<file path="src/decode_macros.svh">
`ifndef DECODE_MACROS_SVH
`define DECODE_MACROS_SVH

`define XLEN          32
`define REG_AW        5
`define REG_N         32
`define LINK_REG      5'd1
`define IMM_SHIFT_BR  2'b00

// major opcode, inst[31:26]
`define OP6_ALU       6'h00
`define OP6_LU12I     6'h05
`define OP6_PCADDU12I 6'h07
`define OP6_MEM       6'h0a
`define OP6_JIRL      6'h13
`define OP6_B         6'h14
`define OP6_BL        6'h15
`define OP6_BEQ       6'h16
`define OP6_BNE       6'h17
`define OP6_BLT       6'h18
`define OP6_BGE       6'h19
`define OP6_BLTU      6'h1a
`define OP6_BGEU      6'h1b

// inst[25:22], alu group
`define OP4_3R        4'h0
`define OP4_SHI       4'h1
`define OP4_SLTI      4'h8
`define OP4_SLTUI     4'h9
`define OP4_ADDI      4'ha
`define OP4_ANDI      4'hd
`define OP4_ORI       4'he
`define OP4_XORI      4'hf

// inst[25:22], memory group
`define OP4_LD_B      4'h0
`define OP4_LD_H      4'h1
`define OP4_LD_W      4'h2
`define OP4_ST_B      4'h4
`define OP4_ST_H      4'h5
`define OP4_ST_W      4'h6
`define OP4_LD_BU     4'h8
`define OP4_LD_HU     4'h9

// inst[21:20]
`define OP2_3R        2'h1
`define OP2_SHI       2'h0

// inst[19:15]
`define OP5_ADD       5'h00
`define OP5_SUB       5'h02
`define OP5_SLT       5'h04
`define OP5_SLTU      5'h05
`define OP5_NOR       5'h08
`define OP5_AND       5'h09
`define OP5_OR        5'h0a
`define OP5_XOR       5'h0b
`define OP5_SLL       5'h0e
`define OP5_SRL       5'h0f
`define OP5_SRA       5'h10
`define OP5_SLLI      5'h01
`define OP5_SRLI      5'h09
`define OP5_SRAI      5'h11

`endif

</file>
<file path="src/decode_pkg.sv">
`include "decode_macros.svh"

package decode_pkg;

    typedef struct packed {
        logic [5:0]         op6;
        logic [3:0]         op4;
        logic [1:0]         op2;
        logic [4:0]         op5;
        logic [`REG_AW-1:0] rk;
        logic [`REG_AW-1:0] rj;
        logic [`REG_AW-1:0] rd;
    } fmt_3r_t;

    typedef struct packed {
        logic [9:0]         opcode;
        logic [11:0]        i12;
        logic [`REG_AW-1:0] rj;
        logic [`REG_AW-1:0] rd;
    } fmt_2ri12_t;

    typedef struct packed {
        logic [6:0]         opcode;
        logic [19:0]        i20;
        logic [`REG_AW-1:0] rd;
    } fmt_1ri20_t;

    // rj and rd double as offs26[25:16] for b and bl
    typedef struct packed {
        logic [5:0]         opcode;
        logic [15:0]        i16;
        logic [`REG_AW-1:0] rj;
        logic [`REG_AW-1:0] rd;
    } fmt_2ri16_t;

    typedef union packed {
        fmt_3r_t    fmt_3r;
        fmt_2ri12_t fmt_2ri12;
        fmt_1ri20_t fmt_1ri20;
        fmt_2ri16_t fmt_2ri16;
    } inst_u;

    typedef struct packed {
        logic [`XLEN-1:0] pc;
        inst_u            inst;
    } fs_to_ds_t;

    typedef struct packed {
        logic               valid;
        logic               blk;
        logic [`REG_AW-1:0] dest;
        logic [`XLEN-1:0]   data;
    } fwd_t;

    typedef struct packed {
        logic               we;
        logic [`REG_AW-1:0] waddr;
        logic [`XLEN-1:0]   wdata;
    } wb_t;

    typedef logic [11:0] alu_op_t;

    typedef struct packed {
        alu_op_t            alu_op;
        logic [4:0]         load_op;
        logic [2:0]         store_op;
        logic               res_from_mem;
        logic               src1_is_pc;
        logic               src2_is_imm;
        logic               gr_we;
        logic               mem_we;
        logic [`REG_AW-1:0] dest;
    } ctrl_t;

    typedef enum logic [3:0] {
        BR_NONE,
        BR_BEQ,
        BR_BNE,
        BR_BLT,
        BR_BGE,
        BR_BLTU,
        BR_BGEU,
        BR_B,
        BR_BL,
        BR_JIRL
    } br_kind_t;

    typedef struct packed {
        ctrl_t            ctrl;
        logic [`XLEN-1:0] imm;
        logic [`XLEN-1:0] rj_value;
        logic [`XLEN-1:0] rkd_value;
        logic [`XLEN-1:0] pc;
    } ds_to_es_t;

    typedef struct packed {
        logic             taken;
        logic             cancel;
        logic [`XLEN-1:0] target;
    } br_t;

endpackage

</file>
<file path="src/branch_unit.sv">
`include "decode_macros.svh"

module branch_unit import decode_pkg::*; (
    input  br_kind_t         br_kind,
    input  logic [`XLEN-1:0] rj_value,
    input  logic [`XLEN-1:0] rkd_value,
    input  logic [`XLEN-1:0] pc,
    input  logic [`XLEN-1:0] br_offs,
    input  logic             fire,
    input  logic             es_allowin,
    output br_t              br
);

    logic [`XLEN:0] diff;
    logic           eq;
    logic           lt;
    logic           ltu;
    logic           cond;

    // rj - rkd with carry out
    assign diff = {1'b0, rj_value} + {1'b0, ~rkd_value} + 1'b1;
    assign eq   = diff[`XLEN-1:0] == '0;
    assign lt   = (rj_value[`XLEN-1] & ~rkd_value[`XLEN-1])
                | (~(rj_value[`XLEN-1] ^ rkd_value[`XLEN-1]) & diff[`XLEN-1]);
    assign ltu  = ~diff[`XLEN];

    always_comb begin
        case (br_kind)
            BR_BEQ:                cond = eq;
            BR_BNE:                cond = !eq;
            BR_BLT:                cond = lt;
            BR_BGE:                cond = !lt;
            BR_BLTU:               cond = ltu;
            BR_BGEU:               cond = !ltu;
            BR_B, BR_BL, BR_JIRL:  cond = 1'b1;
            default:               cond = 1'b0;
        endcase
    end

    assign br.taken  = cond && fire;
    // only drop the fetch slot when the branch actually moves on
    assign br.cancel = br.taken && es_allowin;
    assign br.target = (br_kind == BR_JIRL) ? rj_value + br_offs : pc + br_offs;

endmodule

</file>
<file path="src/id_stage.sv">
`include "decode_macros.svh"

module id_stage import decode_pkg::*; (
    input  logic      clk,
    input  logic      reset,
    input  logic      fs_to_ds_valid,
    input  fs_to_ds_t fs_to_ds,
    output logic      ds_allowin,
    input  logic      es_allowin,
    output logic      ds_to_es_valid,
    output ds_to_es_t ds_to_es,
    input  fwd_t      es_fwd,
    input  fwd_t      ms_fwd,
    input  wb_t       wb,
    output br_t       br
);

    logic                    ds_valid;
    logic                    ds_ready_go;
    fs_to_ds_t               ds_r;
    ctrl_t                   ctrl;
    logic [`XLEN-1:0]        imm;
    br_kind_t                br_kind;
    logic [`XLEN-1:0]        br_offs;
    logic [1:0][`REG_AW-1:0] raddr;
    logic [1:0]              rused;
    logic [1:0][`XLEN-1:0]   rf_data;
    logic [1:0][`XLEN-1:0]   src_value;
    logic [1:0]              hazard;
    fwd_t                    ms_src;

    // memory stage results are always ready
    always_comb begin
        ms_src     = ms_fwd;
        ms_src.blk = 1'b0;
    end

    assign ds_ready_go    = ~|hazard;
    assign ds_allowin     = !ds_valid || (ds_ready_go && es_allowin);
    assign ds_to_es_valid = ds_valid && ds_ready_go;

    always_ff @(posedge clk) begin
        if (reset) begin
            ds_valid <= 1'b0;
        end else if (br.cancel) begin
            // wrong-path fetch packet is dropped here
            ds_valid <= 1'b0;
        end else if (ds_allowin) begin
            ds_valid <= fs_to_ds_valid;
        end
    end

    always_ff @(posedge clk) begin
        if (fs_to_ds_valid && ds_allowin) begin
            ds_r <= fs_to_ds;
        end
    end

    inst_decoder u_decoder (
        .inst    (ds_r.inst),
        .ctrl    (ctrl),
        .imm     (imm),
        .br_kind (br_kind),
        .br_offs (br_offs),
        .raddr   (raddr),
        .rused   (rused)
    );

    regfile u_regfile (
        .clk   (clk),
        .raddr (raddr),
        .rdata (rf_data),
        .wb    (wb)
    );

    for (genvar g = 0; g < 2; g++) begin : g_port
        operand_fwd u_fwd (
            .addr     (raddr[g]),
            .used     (rused[g]),
            .rf_value (rf_data[g]),
            .es_fwd   (es_fwd),
            .ms_fwd   (ms_src),
            .wb       (wb),
            .value    (src_value[g]),
            .hazard   (hazard[g])
        );
    end

    branch_unit u_branch (
        .br_kind    (br_kind),
        .rj_value   (src_value[0]),
        .rkd_value  (src_value[1]),
        .pc         (ds_r.pc),
        .br_offs    (br_offs),
        .fire       (ds_to_es_valid),
        .es_allowin (es_allowin),
        .br         (br)
    );

    assign ds_to_es = '{
        ctrl:      ctrl,
        imm:       imm,
        rj_value:  src_value[0],
        rkd_value: src_value[1],
        pc:        ds_r.pc
    };

endmodule

</file>
<file path="src/inst_decoder.sv">
`include "decode_macros.svh"

module inst_decoder import decode_pkg::*; (
    input  inst_u                      inst,
    output ctrl_t                      ctrl,
    output logic [`XLEN-1:0]           imm,
    output br_kind_t                   br_kind,
    output logic [`XLEN-1:0]           br_offs,
    output logic [1:0][`REG_AW-1:0]    raddr,
    output logic [1:0]                 rused
);

    logic       r3, shi;
    logic       i_add, i_sub, i_slt, i_sltu, i_nor, i_and, i_or, i_xor;
    logic       i_sll, i_srl, i_sra, i_slli, i_srli, i_srai;
    logic       i_addi, i_slti, i_sltui, i_andi, i_ori, i_xori;
    logic       i_lu12i, i_pcadd;
    logic [4:0] ld;
    logic [2:0] st;
    logic       is_ld, is_st, cond_br, link, known;
    logic [5:0] op6;
    logic [9:0] op10;
    logic [4:0] op5;
    logic [25:0] i26;
    alu_op_t    alu_op;

    assign op6  = inst.fmt_3r.op6;
    assign op5  = inst.fmt_3r.op5;
    assign op10 = inst.fmt_2ri12.opcode;
    assign i26  = {inst.fmt_2ri16.rj, inst.fmt_2ri16.rd, inst.fmt_2ri16.i16};

    assign r3  = op6 == `OP6_ALU && inst.fmt_3r.op4 == `OP4_3R && inst.fmt_3r.op2 == `OP2_3R;
    assign shi = op6 == `OP6_ALU && inst.fmt_3r.op4 == `OP4_SHI && inst.fmt_3r.op2 == `OP2_SHI;

    assign i_add  = r3 && op5 == `OP5_ADD;
    assign i_sub  = r3 && op5 == `OP5_SUB;
    assign i_slt  = r3 && op5 == `OP5_SLT;
    assign i_sltu = r3 && op5 == `OP5_SLTU;
    assign i_nor  = r3 && op5 == `OP5_NOR;
    assign i_and  = r3 && op5 == `OP5_AND;
    assign i_or   = r3 && op5 == `OP5_OR;
    assign i_xor  = r3 && op5 == `OP5_XOR;
    assign i_sll  = r3 && op5 == `OP5_SLL;
    assign i_srl  = r3 && op5 == `OP5_SRL;
    assign i_sra  = r3 && op5 == `OP5_SRA;
    assign i_slli = shi && op5 == `OP5_SLLI;
    assign i_srli = shi && op5 == `OP5_SRLI;
    assign i_srai = shi && op5 == `OP5_SRAI;

    assign i_addi  = op10 == {`OP6_ALU, `OP4_ADDI};
    assign i_slti  = op10 == {`OP6_ALU, `OP4_SLTI};
    assign i_sltui = op10 == {`OP6_ALU, `OP4_SLTUI};
    assign i_andi  = op10 == {`OP6_ALU, `OP4_ANDI};
    assign i_ori   = op10 == {`OP6_ALU, `OP4_ORI};
    assign i_xori  = op10 == {`OP6_ALU, `OP4_XORI};
    assign i_lu12i = inst.fmt_1ri20.opcode == {`OP6_LU12I, 1'b0};
    assign i_pcadd = inst.fmt_1ri20.opcode == {`OP6_PCADDU12I, 1'b0};

    assign ld = {op10 == {`OP6_MEM, `OP4_LD_HU}, op10 == {`OP6_MEM, `OP4_LD_BU},
                 op10 == {`OP6_MEM, `OP4_LD_W}, op10 == {`OP6_MEM, `OP4_LD_H},
                 op10 == {`OP6_MEM, `OP4_LD_B}};
    assign st = {op10 == {`OP6_MEM, `OP4_ST_W}, op10 == {`OP6_MEM, `OP4_ST_H},
                 op10 == {`OP6_MEM, `OP4_ST_B}};
    assign is_ld = |ld;
    assign is_st = |st;

    always_comb begin
        case (inst.fmt_2ri16.opcode)
            `OP6_BEQ:  br_kind = BR_BEQ;
            `OP6_BNE:  br_kind = BR_BNE;
            `OP6_BLT:  br_kind = BR_BLT;
            `OP6_BGE:  br_kind = BR_BGE;
            `OP6_BLTU: br_kind = BR_BLTU;
            `OP6_BGEU: br_kind = BR_BGEU;
            `OP6_B:    br_kind = BR_B;
            `OP6_BL:   br_kind = BR_BL;
            `OP6_JIRL: br_kind = BR_JIRL;
            default:   br_kind = BR_NONE;
        endcase
    end

    assign cond_br = br_kind inside {BR_BEQ, BR_BNE, BR_BLT, BR_BGE, BR_BLTU, BR_BGEU};
    assign link    = br_kind == BR_BL || br_kind == BR_JIRL;
    assign known   = r3 || shi || i_addi || i_slti || i_sltui || i_andi || i_ori || i_xori
                   || i_lu12i || i_pcadd || is_ld || is_st || br_kind != BR_NONE;

    // one-hot, bit 0 is the adder for address and link computation too
    assign alu_op = {i_lu12i, i_sra | i_srai, i_srl | i_srli, i_sll | i_slli, i_xor | i_xori,
                     i_or | i_ori, i_nor, i_and | i_andi, i_sltu | i_sltui, i_slt | i_slti,
                     i_sub, i_add | i_addi | is_ld | is_st | link | i_pcadd};

    assign ctrl = '{
        alu_op:       alu_op,
        load_op:      ld,
        store_op:     st,
        res_from_mem: is_ld,
        src1_is_pc:   link | i_pcadd,
        src2_is_imm:  shi | i_addi | i_slti | i_sltui | i_andi | i_ori | i_xori
                      | i_lu12i | i_pcadd | is_ld | is_st | link,
        gr_we:        known && !is_st && !cond_br && br_kind != BR_B,
        mem_we:       is_st,
        dest:         br_kind == BR_BL ? `LINK_REG : inst.fmt_3r.rd
    };

    always_comb begin
        if (i_lu12i || i_pcadd) begin
            imm = {inst.fmt_1ri20.i20, 12'b0};
        end else if (link) begin
            imm = `XLEN'd4;
        end else if (shi) begin
            imm = {{(`XLEN-5){1'b0}}, inst.fmt_3r.rk};
        end else if (i_andi || i_ori || i_xori) begin
            imm = {{(`XLEN-12){1'b0}}, inst.fmt_2ri12.i12};
        end else begin
            imm = {{(`XLEN-12){inst.fmt_2ri12.i12[11]}}, inst.fmt_2ri12.i12};
        end
    end

    assign br_offs = (br_kind == BR_B || br_kind == BR_BL)
                   ? {{(`XLEN-28){i26[25]}}, i26, `IMM_SHIFT_BR}
                   : {{(`XLEN-18){inst.fmt_2ri16.i16[15]}}, inst.fmt_2ri16.i16, `IMM_SHIFT_BR};

    // port 1 reads rd for stores and compares
    assign raddr[0] = inst.fmt_3r.rj;
    assign raddr[1] = (is_st || cond_br) ? inst.fmt_3r.rd : inst.fmt_3r.rk;
    assign rused[0] = known && !i_lu12i && !i_pcadd && br_kind != BR_B && br_kind != BR_BL;
    assign rused[1] = r3 || is_st || cond_br;

endmodule

</file>
<file path="src/operand_fwd.sv">
`include "decode_macros.svh"

module operand_fwd import decode_pkg::*; (
    input  logic [`REG_AW-1:0] addr,
    input  logic               used,
    input  logic [`XLEN-1:0]   rf_value,
    input  fwd_t               es_fwd,
    input  fwd_t               ms_fwd,
    input  wb_t                wb,
    output logic [`XLEN-1:0]   value,
    output logic               hazard
);

    logic nz;
    logic es_hit;
    logic ms_hit;
    logic wb_hit;

    assign nz     = addr != '0;
    assign es_hit = nz && es_fwd.valid && es_fwd.dest == addr;
    assign ms_hit = nz && ms_fwd.valid && ms_fwd.dest == addr;
    assign wb_hit = nz && wb.we && wb.waddr == addr;

    // youngest producer wins
    always_comb begin
        if (es_hit) begin
            value = es_fwd.data;
        end else if (ms_hit) begin
            value = ms_fwd.data;
        end else if (wb_hit) begin
            value = wb.wdata;
        end else begin
            value = rf_value;
        end
    end

    // load still in execute, data not there yet
    assign hazard = used && es_hit && es_fwd.blk;

endmodule

</file>
<file path="src/regfile.sv">
`include "decode_macros.svh"

module regfile import decode_pkg::*; (
    input  logic                       clk,
    input  logic [1:0][`REG_AW-1:0]    raddr,
    output logic [1:0][`XLEN-1:0]      rdata,
    input  wb_t                        wb
);

    logic [`XLEN-1:0] regs [`REG_N];

    always_ff @(posedge clk) begin
        if (wb.we && wb.waddr != '0) begin
            regs[wb.waddr] <= wb.wdata;
        end
    end

    // r0 is hardwired, never stored
    always_comb begin
        for (int i = 0; i < 2; i++) begin
            if (raddr[i] == '0) begin
                rdata[i] = '0;
            end else begin
                rdata[i] = regs[raddr[i]];
            end
        end
    end

endmodule

</file>
<file path="config.mk">
export PLATFORM = sky130hd
export DESIGN_NAME = id_stage
export DESIGN_NICKNAME = d
export VERILOG_FILES = /design/src/decode_pkg.sv /design/src/branch_unit.sv /design/src/id_stage.sv /design/src/inst_decoder.sv /design/src/operand_fwd.sv /design/src/regfile.sv
export VERILOG_INCLUDE_DIRS = /design/src
export SDC_FILE = /design/constraint.sdc
export NUM_CORES = 2
export LEC_CHECK = 0
export BUFFER_PORTS_ARGS = -buffer_cell sky130_fd_sc_hd__buf_2
export CAP_MARGIN = 20
export CORE_AREA = 3 3 366 368
export DETAILED_ROUTE_END_ITERATION = 8
export DIE_AREA = 0 0 369 371
export PLACE_DENSITY = 0.67
export SETUP_SLACK_MARGIN = 0.02
export SYNTH_ARGS = -nofsm -noshare
export SYNTH_HDL_FRONTEND = slang
export SYNTH_HIERARCHICAL = 1
export SYNTH_SLANG_ARGS = --single-unit
</file>
<file path="constraint.sdc">
create_clock -name clk -period 12.6 [get_ports clk]
set_input_delay 0 -clock clk [delete_from_list [all_inputs] [get_ports clk]]
set_output_delay 0 -clock clk [all_outputs]
set_load 0.005 [all_outputs]
</file>
==> impl_metrics.toml <==
[floorplan]
fp.dieArea_um2 = 137000
initial_utilization_pct = 44.9
dieWidth_um = 369
die_h_um = 371
coreArea_um2 = 131000
ios = 378
rows = 133

[worst_setup_path]
cp_top_family = "compound AO/OA/AOI/OAI gates"
cp_slowest_cell = "a221oi_1"
cp-start-kind = "flip-flop"
max_stage_delay_ns = 1.03
endpoint_kind = "primary output"
crit_fanout = 67
crit_required_ns = 12.60
worstPathArrival_ns = 11.82
r2r_cells = 41
critPathKind = "reg -> out"
cp_num_buf_inv = 6
worst-path-stages = 40

[clocking]
cts_tree = "built"
clock-sinks = 1089
cts_made_buffers = 114
cts.htree.levels = 3
cts_setup_buffers = 0
clk_latency_ns = 0.75
cts.path.max_buffers = 3
clkTransAtPathRegs_ns = 0.06
cts_resized = 0
cts_root_buffer = "clkbuf_16"

[power_and_ir_drop]
ir_drop_uv = 122
finalPower_mw = 9.96
leakagePower_nw = 23.8
power_density_nw_per_um2 = 147

[grt]
grt_max_degree = 97
grt_pass1_vias = 40267
antenna_found_initial = 12
grt_remaining_overflow = 0
grt_pass1_wl_um = 289000
grt_usage_pct = 29.3

[timing]
slew-limit-headroom_pct = 7.24
fin_setup_tns_ns = 0
period_share_pct = 93.8
setup_slack_ns = 0.783
rsz0062_at_grt = "no"
setup_violations = 0
finalHoldViolations = 0
max_freq_ghz = 0.0846
finalClockSkew_ns = 0.0370
hold-worst-slack_ns = 0.0406
worst_slew_pin_slew_ns = 1.39
final-max-slew-violation-count = 0
timing.final.crit_period_ns = 11.82

[routing]
num_vias = 41191
drc_errors = 0
via_per_inst = 6.67
avgRoutedWirePerCell_um = 33.4
drt_iter0_markers = 5731
ant_nets = 0
dr.pass1.iters = 5
wl_um = 206000

[placed_design]
place_hpwl_um = 128000
dp_slack_ns = 1.76
place_area_um2 = 62400
gp_congestion = 0.912
port_buffers = 376

[finish]
layout.nets = 4565
drive_above_1_share_pct = 29.4
area_growth_pct = 15.1
design_area_um2 = 67800

[yosys]
syn-instance-count = 3858
syn_area_um2 = 58900
postSynthAreaPerCell_um2 = 15.3
yosys_warnings = 6

[run]
drv_cap = 0

[run_status]
outcome = "complete, no violations"

[hold_path]
hold_class = "in -> reg"
holdPathStages = 2
[per-stage QoR]
step | std cells | util, %
3_5_place_dp | 5789 | 47.6
3_3_place_gp | 5789 | 47.6
4_1_cts | 6164 | 51.7
2_1_floorplan | 3890 | -
6_report | 6175 | 51.7
5_1_grt | 6168 | 51.7
[routing by layer]
| layer | GRT usage (%) | vias up | share of wire [%] |
|---|---|---|---|
| met5 | 0 | - | 0.026 |
| met4 | 13.5 | 8 | 5.2 |
| met3 | 8.86 | 587 | 13 |
| met2 | 46.5 | 2959 | 46 |
| met1 | 36.9 | 20972 | 36 |
| li1 | - | 16665 | - |
[cells in the final DEF, fill, tap and decap left out, types with 99 or more instances in the layout]
master / n
o21ai_0: 106
mux2i_1: 365
edfxtp_1: 1088
mux2_2: 100
clkbuf_16: 116
buf_2: 376
mux4_2: 316
dlygate4sd3_1: 160
buf_4: 99
nand2_1: 168
[worst reg2reg max path, delay by kind of cell, from the launching register on]
family	cells	cell delay, ns
buffers and inverters	6	1.75
AO/OA/AOI/OAI	16	4.16
AND/OR/NAND/NOR	12	2.16
adder cells (fa/ha/maj)	3	1.09
flip-flops	1	0.46
multiplexers	4	1.97
[layout make-up]
cell class | instances | area, um2
fill | 10741 | 63400
timing repair buffer | 645 | 4430
antenna | 11 | 27.5
inverter | 65 | 246
sequential | 1089 | 32700
clock inverter | 81 | 778
multi-input combinational | 2395 | 24400
tap | 1755 | 2200
clock buffer | 134 | 2970
[final timing paths]
path	endpoint	from	slack [ns]
worst max-delay path	br[32]	ds_r[27]$_DFFE_PP_	0.78
worst min-delay path	ds_to_es[23]$_DFFE_PP_	fs_to_ds[55]	0.04
worst max register to register	ds_valid$_SDFFE_PP0P_	ds_r[27]$_DFFE_PP_	0.90
worst min register to register	ds_valid$_SDFFE_PP0P_	ds_valid$_SDFFE_PP0P_	1.15
[flip-flops by register name, summed over array words and instances (netlist names)]
signal and cells:
u_regfile/regs 1024, ds_r 32, ds_to_es 32, ds_valid 1
[power by group]
| part | internal, mW | switching, mW | leakage, nW |
|---|---|---|---|
| Clock | 1.92 | 1.46 | 1.84 |
| Sequential | 4.06 | 0.0509 | 9.89 |
| Combinational | 0.946 | 1.53 | 12.0 |
[what timing repair did]
item	CTS	global route
hold buffers	160	0
hold endpoints to repair	1091	0
setup endpoints to repair	0	0
No activity file was read; power rests on OpenSTA's default activity.
